===== config.mk =====
export PLATFORM = sky130hd
export DESIGN_NAME = wb_stage
export DESIGN_NICKNAME = d
export VERILOG_FILES = /design/src/logic/wb_pkg.sv /design/src/logic/arch_reg_file.sv /design/src/logic/stage_latch.sv /design/src/logic/wb_commit_ctrl.sv /design/src/logic/wb_result_router.sv /design/src/logic/wb_stage.sv
export SDC_FILE = /design/constraint.sdc
export NUM_CORES = 2
export LEC_CHECK = 0
export BUFFER_PORTS_ARGS = -buffer_cell sky130_fd_sc_hd__buf_2
export CORE_MARGIN = 2
export CORE_UTILIZATION = 45
export DETAILED_ROUTE_END_ITERATION = 12
export PLACE_DENSITY = 0.62
export SLEW_MARGIN = 20
export SYNTH_ARGS = -nofsm -noshare
export SYNTH_HDL_FRONTEND = slang
export SYNTH_SLANG_ARGS = --single-unit

===== constraint.sdc =====
create_clock -name clk -period 4.11 [get_ports clk]
set_input_delay 0.411 -clock clk [delete_from_list [all_inputs] [get_ports clk]]
set_output_delay 0.411 -clock clk [all_outputs]
set_load 0.03 [all_outputs]

===== src/logic/wb_pkg.sv =====
package wb_pkg;

    localparam int NUM_SLOTS = 4;
    localparam int NUM_GPR   = 8;
    localparam int NUM_SEG   = 6;

    localparam int REG_IDX_W = $clog2(NUM_GPR); // Also covers the segment file
    localparam int XLEN      = 32;
    localparam int SEG_W     = 16;
    localparam int EFLAGS_W  = 18;
    localparam int IE_TYPE_W = 4;

    // Result size codes, 2'd3 is handled as 32-bit
    localparam logic [1:0] SIZE_8  = 2'd0;
    localparam logic [1:0] SIZE_16 = 2'd1;
    localparam logic [1:0] SIZE_32 = 2'd2;

    typedef struct packed {
        logic        wb;
        logic        is_reg;
        logic        is_seg;
        logic        is_mem;
        logic [31:0] dest;    // Register index or memory address
        logic [63:0] value;
    } res_slot_t;

    typedef struct packed {
        logic                 valid;
        logic [XLEN-1:0]      eip;
        logic                 ie;      // Exception raised upstream
        logic [IE_TYPE_W-1:0] ie_type;
        logic [EFLAGS_W-1:0]  eflags;
        logic [1:0]           ressize;
        logic                 br_valid;
        logic                 br_taken;
        logic                 br_pred_taken;
        logic [XLEN-1:0]      br_pred_target;
        logic [XLEN-1:0]      br_fip;    // Taken target
        logic [XLEN-1:0]      br_fip_p1; // Fall-through address
        res_slot_t [NUM_SLOTS-1:0] slots;
    } ex_wb_t;

    typedef struct packed {
        logic                 en;
        logic [REG_IDX_W-1:0] idx;
        logic [XLEN-1:0]      data;
        logic [XLEN/8-1:0]    byte_mask;
    } gpr_wr_t;

    typedef struct packed {
        logic                 en;
        logic [REG_IDX_W-1:0] idx;
        logic [SEG_W-1:0]     data;
    } seg_wr_t;

    typedef struct packed {
        logic            valid;
        logic [XLEN-1:0] addr;
        logic [XLEN-1:0] data;
        logic [1:0]      size;
    } mem_wr_t;

    typedef struct packed {
        logic            valid;
        logic [XLEN-1:0] target;
    } redirect_t;

    typedef struct packed {
        logic                 valid;
        logic [IE_TYPE_W-1:0] ie_type;
        logic [XLEN-1:0]      eip;
    } exc_t;

endpackage


===== src/logic/arch_reg_file.sv =====
module arch_reg_file import wb_pkg::*; (
    input  logic                    clk,
    input  logic                    rst_n,
    input  gpr_wr_t [NUM_SLOTS-1:0] gpr_wr,
    input  seg_wr_t [NUM_SLOTS-1:0] seg_wr,
    input  logic                    eflags_wr_en,
    input  logic [EFLAGS_W-1:0]     eflags_in,
    input  logic [REG_IDX_W-1:0]    gpr_rd_idx,
    input  logic [REG_IDX_W-1:0]    seg_rd_idx,
    output logic [XLEN-1:0]         gpr_rd_data,
    output logic [SEG_W-1:0]        seg_rd_data,
    output logic [EFLAGS_W-1:0]     eflags
);

    logic [XLEN-1:0]  gpr [NUM_GPR];
    logic [SEG_W-1:0] seg [NUM_SEG];

    // Later slots override earlier ones on the same register
    always_ff @(posedge clk or negedge rst_n) begin
        if (!rst_n) begin
            for (int r = 0; r < NUM_GPR; r++) begin
                gpr[r] <= '0;
            end
        end else begin
            for (int s = 0; s < NUM_SLOTS; s++) begin
                if (gpr_wr[s].en) begin
                    for (int b = 0; b < XLEN / 8; b++) begin
                        if (gpr_wr[s].byte_mask[b]) // Unmasked bytes keep old value
                            gpr[gpr_wr[s].idx][8*b +: 8] <= gpr_wr[s].data[8*b +: 8];
                    end
                end
            end
        end
    end

    always_ff @(posedge clk or negedge rst_n) begin
        if (!rst_n) begin
            for (int r = 0; r < NUM_SEG; r++) begin
                seg[r] <= '0;
            end
        end else begin
            for (int s = 0; s < NUM_SLOTS; s++) begin
                if (seg_wr[s].en && seg_wr[s].idx < NUM_SEG)
                    seg[seg_wr[s].idx] <= seg_wr[s].data;
            end
        end
    end

    always_ff @(posedge clk or negedge rst_n) begin
        if (!rst_n)
            eflags <= '0;
        else if (eflags_wr_en)
            eflags <= eflags_in;
    end

    assign gpr_rd_data = gpr[gpr_rd_idx];

    always_comb begin
        if (seg_rd_idx < NUM_SEG)
            seg_rd_data = seg[seg_rd_idx];
        else
            seg_rd_data = '0; // No such segment register
    end

endmodule


===== src/logic/stage_latch.sv =====
module stage_latch import wb_pkg::*; #(
    parameter type payload_t = ex_wb_t
) (
    input  logic     clk,
    input  logic     rst_n,
    input  logic     ld,
    input  logic     clr,
    input  payload_t d,
    output payload_t q,
    output logic     fresh
);

    // Clear beats load
    always_ff @(posedge clk or negedge rst_n) begin
        if (!rst_n) begin
            q     <= '0;
            fresh <= 1'b0;
        end else if (clr) begin
            q     <= '0;
            fresh <= 1'b0;
        end else if (ld) begin
            q     <= d;
            fresh <= 1'b1;
        end else begin
            fresh <= 1'b0; // Held item, already seen downstream
        end
    end

endmodule


===== src/logic/wb_commit_ctrl.sv =====
module wb_commit_ctrl import wb_pkg::*; (
    input  ex_wb_t    wb_item,
    input  logic      fresh,
    output logic      commit,
    output redirect_t redirect,
    output exc_t      exc
);

    logic live;
    logic dir_miss;
    logic tgt_miss;

    // Act on each latched item exactly once
    assign live   = fresh & wb_item.valid;
    assign commit = live & ~wb_item.ie;

    always_comb begin
        exc.valid   = live & wb_item.ie;
        exc.ie_type = wb_item.ie_type;
        exc.eip     = wb_item.eip;
    end

    assign dir_miss = wb_item.br_taken != wb_item.br_pred_taken;
    assign tgt_miss = wb_item.br_taken && (wb_item.br_fip != wb_item.br_pred_target);

    always_comb begin
        redirect.valid  = commit & wb_item.br_valid & (dir_miss | tgt_miss);
        // Resume at the resolved path
        redirect.target = wb_item.br_taken ? wb_item.br_fip : wb_item.br_fip_p1;
    end

endmodule


===== src/logic/wb_result_router.sv =====
module wb_result_router import wb_pkg::*; (
    input  ex_wb_t                    wb_item,
    input  logic                      commit,
    output gpr_wr_t [NUM_SLOTS-1:0]   gpr_wr,
    output seg_wr_t [NUM_SLOTS-1:0]   seg_wr,
    output mem_wr_t                   mem_wr
);

    logic [XLEN/8-1:0]    size_mask;
    logic [NUM_SLOTS-1:0] live;  // Slots written back by this item

    always_comb begin
        case (wb_item.ressize)
            SIZE_8:  size_mask = 4'b0001;
            SIZE_16: size_mask = 4'b0011;
            SIZE_32: size_mask = 4'b1111;
            default: size_mask = 4'b1111;
        endcase
    end

    always_comb begin
        for (int s = 0; s < NUM_SLOTS; s++) begin
            live[s] = commit & wb_item.slots[s].wb;
        end
    end

    // Register and segment writes, one per slot
    always_comb begin
        for (int s = 0; s < NUM_SLOTS; s++) begin
            gpr_wr[s].en        = live[s] & wb_item.slots[s].is_reg;
            gpr_wr[s].idx       = wb_item.slots[s].dest[REG_IDX_W-1:0];
            gpr_wr[s].data      = wb_item.slots[s].value[XLEN-1:0];
            gpr_wr[s].byte_mask = size_mask;

            seg_wr[s].en   = live[s] & wb_item.slots[s].is_seg;
            seg_wr[s].idx  = wb_item.slots[s].dest[REG_IDX_W-1:0];
            seg_wr[s].data = wb_item.slots[s].value[SEG_W-1:0];
        end
    end

    // Single store port, lowest memory slot wins
    always_comb begin
        mem_wr = '0;
        for (int s = NUM_SLOTS - 1; s >= 0; s--) begin
            if (live[s] && wb_item.slots[s].is_mem) begin
                mem_wr.valid = 1'b1;
                mem_wr.addr  = wb_item.slots[s].dest;
                mem_wr.data  = wb_item.slots[s].value[XLEN-1:0];
                mem_wr.size  = wb_item.ressize;
            end
        end
    end

endmodule


===== src/logic/wb_stage.sv =====
module wb_stage import wb_pkg::*; (
    input  logic                 clk,
    input  logic                 rst_n,
    input  logic                 ld,
    input  logic                 clr,
    input  ex_wb_t               ex_in,
    input  logic [REG_IDX_W-1:0] gpr_rd_idx,
    input  logic [REG_IDX_W-1:0] seg_rd_idx,
    output logic [XLEN-1:0]      gpr_rd_data,
    output logic [SEG_W-1:0]     seg_rd_data,
    output logic [EFLAGS_W-1:0]  eflags,
    output mem_wr_t              mem_wr,
    output redirect_t            redirect,
    output exc_t                 exc
);

    ex_wb_t                  wb_item;
    logic                    fresh;
    logic                    commit;
    gpr_wr_t [NUM_SLOTS-1:0] gpr_wr;
    seg_wr_t [NUM_SLOTS-1:0] seg_wr;

    // E/WB boundary
    stage_latch #(
        .payload_t (ex_wb_t)
    ) i_latch (
        .clk   (clk),
        .rst_n (rst_n),
        .ld    (ld),
        .clr   (clr),
        .d     (ex_in),
        .q     (wb_item),
        .fresh (fresh)
    );

    wb_commit_ctrl i_commit (
        .wb_item  (wb_item),
        .fresh    (fresh),
        .commit   (commit),
        .redirect (redirect),
        .exc      (exc)
    );

    wb_result_router i_router (
        .wb_item (wb_item),
        .commit  (commit),
        .gpr_wr  (gpr_wr),
        .seg_wr  (seg_wr),
        .mem_wr  (mem_wr)
    );

    arch_reg_file i_regs (
        .clk          (clk),
        .rst_n        (rst_n),
        .gpr_wr       (gpr_wr),
        .seg_wr       (seg_wr),
        .eflags_wr_en (commit),          // Flags follow every committed item
        .eflags_in    (wb_item.eflags),
        .gpr_rd_idx   (gpr_rd_idx),
        .seg_rd_idx   (seg_rd_idx),
        .gpr_rd_data  (gpr_rd_data),
        .seg_rd_data  (seg_rd_data),
        .eflags       (eflags)
    );

endmodule


Word level (Yosys, flattened, before mapping). Cells that the tools add are included.

Register bits after elaboration: 800.

Bitwise operators: 25. Equality and inequality tests: 3. Muxes and demuxes: 113. Reductions and logical operators: 15. Order comparisons: 15.

Operators with widths (number): 2-to-1 mux 256 bit (32); bitwise mux 256 bit (16); demux 32 bit (select 3 bit) (16); 2-to-1 mux 557 bit (2); bitwise mux 96 bit (4); 2-to-1 mux 96 bit (4); 2-to-1 mux 67 bit (4); 2-to-1 mux 32 bit (7); demux 16 bit (select 3 bit) (4); 2-to-1 mux 16 bit (11); binary-select mux 32 bit (select 3 bit) (1); 2-to-1 mux 24 bit (4); binary-select mux 16 bit (select 3 bit) (1); 2-to-1 mux 8 bit (4); inequality test 32 bit (1); greater-or-equal comparator 4 bit, second input constant (6); inverter 3 -> 4 bit (6); AND 1 bit (17); less-than comparator 4 x 1 -> 1 bit, second input constant (4); less-than comparator 3 bit, second input constant (5); logical AND 1 bit (13); case mux 4 bit (2 select lines) (1); equality test 2 x 1 -> 1 bit, second input constant (1); zero test 2 bit (1); other kinds (5) (6).

Longest topological paths before layout.
Word-level depth: 53. Mapped depth: 9. Depth with buffers taken out: 5.

Hierarchy. A second synthesis with hierarchy kept.

Cells, all modules: 5211. Area, all modules: 53284.9 um2.

By module, submodules not included: arch_reg_file (seq. area each 9258.9 um2, times used 1, cells each 2656, area each 25238.0 um2); stage_latch (seq. area each 13963.4 um2, times used 1, cells each 1797, area each 22808.1 um2); wb_result_router (seq. area each 0.0 um2, times used 1, cells each 638, area each 4215.3 um2); wb_commit_ctrl (seq. area each 0.0 um2, times used 1, cells each 120, area each 1023.5 um2).

Worst setup path before layout. Ideal clock, no wire load.

Kind: register to output. From: register i_latch.fresh. To: output mem_wr[33] (netlist name). Stages on the path, launching flop included: 8. Path buffers: 2. Path slack: 1293 ps. Arrival: 2406 ps. Data required time: 3699 ps. Path through: dfrtp_1 buf_4 nand2_1 a2111oi_4 clkbuf_1 a221o_1 o21ai_0 o21ai_0.

RTL lines: start: declaration (RTL line stage_latch.sv:10) `output logic fresh`; start signal: assignment (RTL line stage_latch.sv:17) `fresh <= 1'b0;`; start signal: assignment (RTL line stage_latch.sv:20) `fresh <= 1'b0;`; start signal: assignment (RTL line stage_latch.sv:23) `fresh <= 1'b1;`; end: declaration (RTL line wb_stage.sv:12) `output mem_wr_t mem_wr,`.

==> metrics.yaml <==
slew_headroom: 0.127
fp.dieW_um: 327
synth-edff-count: 0
slowest_delay_ns: 0.84
syn_avg_cell_area_um2: 9.51
crit_chain: "and3b_1 -> buf_4 -> nand3_4 -> o21ai_0 -> o21ai_0 -> buf_2"
r2r_cells: 6
final_util: 0.569
io_pins: 770
placed_cell_area_um2: 51600
placedCellCount: 6586
hp-start: "ex_in[320]"
antenna_found_initial: 27
cts_buffer_depth: 3
dr.pass1.iters: 7
synth_nets: 5500
crit_path_max_fanout: 27
fp.dieH_um: 327
stdcell_count: 7193
coreArea_um2: 103000
hold_ws_ns: 0.00221
critical_path.top_delay_family: "compound AO/OA/AOI/OAI gates"
hold_class: "in2reg"
cp-end-kind: "primary output"
timing.final.crit_share: 0.994
path_buf_inv: 2
cp.required_ns: 3.70
grtUsageTotal: 0.401
finalHoldViolCount: 0
grt_max_degree: 112
ys_types: 77
fin_crit_ns: 4.09
clkTransAtPathRegs_ns: 0.06
layout_commonest_cell: "dfrtp_1"
critPathSlowestCell: "o21ai_0"
drt_iter0_markers: 6854
ys_seq_area_frac: 0.427
layout.nets: 6284
cap_violations: 0
p_per_area_nw_per_um2: 337
die_area_um2: 107000
ys_ff_latch: 800
drv_slew: 0
ir_worst_vdd_v: 0.000312
crit_path_frequent_cell: "o21ai_0"
area_growth_syn_to_layout_pct: 25.6
initial_core_util: 0.453
grt_use_met2: 0.572
vias: 47900
synthCells: 4933
crit_type: "reg2out"
cts_tree: "done"
mostFrequentLayoutCells: "799 x dfrtp_1, 717 x nor2_1, 637 x buf_2"
hold_path_end: "i_latch.q[320]$_DFFE_PN0P_"
wl_per_cell_um: 30.6
grt-busiest-layer: "met2"
drive_gt1_frac: 0.222
r2r_start: "i_latch.fresh$_DFF_PN0_"
grt_setup_unrepaired: "false"
rows: 118
timing.fmax_ghz: 0.245
p_leak_uw: 0.0276
cts_buffers: 95
clock_skew_ns: 0.0464
dp_hpwl_um: 144000
tightestPinTransition_ns: 1.31
cp_data_arrival_time_ns: 3.68
final_area_um2: 58900
grt-ovfl-total: 0
place_congestion: 0.981
status: "completed"
drtAntennaViolNets: 0
clk_root_buffer_cell: "clkbuf_16"
wirelength_um: 220000
cts.sinks: 800
fill_cells: 8950
syn-cell-area_um2: 46900
grtUsageMet3: 0.126
grt_util_met1: 0.513
avgViaCountPerCell: 6.66
grt_pass1_wl_um: 321000
r2r_slack_ns: 0.57
async_reset_ff_frac: 1.00
yosysWarnings: 0
finalSetupTns_ns: 0
drcViolationCount: 0
holdPathStages: 3
setup_violations: 0
grt_pass1_vias: 47600
cp-start-kind: "flip-flop"
reg2reg_to: "i_regs.seg[92]$_DFF_PN0_"
ys.flop_type: "dfrtp_1"
post-cts-setup-buffers: 0
clkLatencyLatePin_ns: 0.73
port-buffer-count: 641
ctsHtreeMaxLevel: 3
-- logic make-up (layout without fill, tap and decap cells) --
kind of cell / after synthesis / count (layout) / synth area share
AO/OA/AOI/OAI: 1308 / 1308 / 0.196
flip-flops: 800 / 800 / 0.427
AND/OR/NAND/NOR: 1488 / 1489 / 0.146
multiplexers: 692 / 692 / 0.171
other: 0 / 19 / 0
buffers and inverters: 613 / 1473 / 0.0548
XOR/XNOR: 32 / 32 / 0.00597
-- metrics by stage --
step / worst slack [ns] / power [uW]
6_report: 0.0231 / 19900
5_1_grt: 0.0121 / 20400
4_1_cts: 0.0461 / 19800
3_5_place_dp: 0.811 / 10900
3_3_place_gp: 0.800 / 10800
2_1_floorplan: 1.29 / 9780
-- layer usage --
| layer | vias up | share of wire |
|---|---|---|
| met5 | - | 0.00025 |
| met4 | 10 | 0.085 |
| met3 | 936 | 0.13 |
| met2 | 3756 | 0.42 |
| met1 | 23400 | 0.37 |
| li1 | 19800 | - |
-- final cells by class --
cell class,instances,area (um^2),area share
timing repair buffer,1273,9330,0.158
antenna,19,47.5,0.000807
multi-input combinational,3521,24500,0.417
tap,1380,1730,0.0293
inverter,26,97.6,0.00166
clock inverter,40,474,0.00805
sequential,800,20000,0.340
clock buffer,134,2680,0.0455
-- flip-flops by register name (all words and copies together) (netlist names) --
name	count
i_latch.fresh	1
i_regs.eflags	18
i_regs.seg	96
i_regs.gpr	256
i_latch.q	429
-- worst max path at each step --
stage	to	depth (start not counted)	slack, ns	from
floorplan	mem_wr[33]	7	1.29	i_latch.fresh$_DFF_PN0_
global placement	mem_wr[54]	8	0.80	i_latch.q[556]$_DFFE_PN0P_
detailed placement	mem_wr[54]	8	0.81	i_latch.q[556]$_DFFE_PN0P_
CTS	mem_wr[54]	8	0.05	i_latch.q[556]$_DFFE_PN0P_
global route	mem_wr[53]	6	0.01	i_latch.q[523]$_DFFE_PN0P_
finish	mem_wr[53]	6	0.02	i_latch.q[523]$_DFFE_PN0P_
-- cell usage after synthesis, types with 90 or more instances --
cell type / n / area, um^2
mux2i_1: 522 / 5230
a21oi_1: 101 / 505
a221o_1: 103 / 1030
clkbuf_1: 404 / 1520
nand2_1: 233 / 875
nand3_1: 167 / 836
nor3_1: 116 / 581
o21ai_0: 369 / 1850
a221oi_1: 100 / 876
dfrtp_1: 800 / 20000
nor2_1: 726 / 2730
a22oi_1: 144 / 1080
mux2_2: 90 / 1010
-- where the power goes --
group | switching [uW] | internal, uW | leakage (uW)
clock | 3740 | 4960 | 0.00155
sequential | 533 | 8180 | 0.0109
combinational | 1420 | 1030 | 0.0152
total | 5690 | 14200 | 0.0276
-- worst register-to-register path, stage by stage (launching register included) --
cell      delay (ns)
dfrtp_1         0.54
buf_4           0.27
nand4b_1        0.51
buf_4           0.38
nor4b_2         0.62
nand2_1         0.70
o221ai_1        0.40
-- what timing repair did --
action / in CTS / in global routing
resized for setup: 0 / 4
endpoints found under the setup margin: 0 / 9
hold endpoints to repair: 473 / 0
hold buffers: 411 / 0
Note: power is estimated with default switching activity, not from simulation.
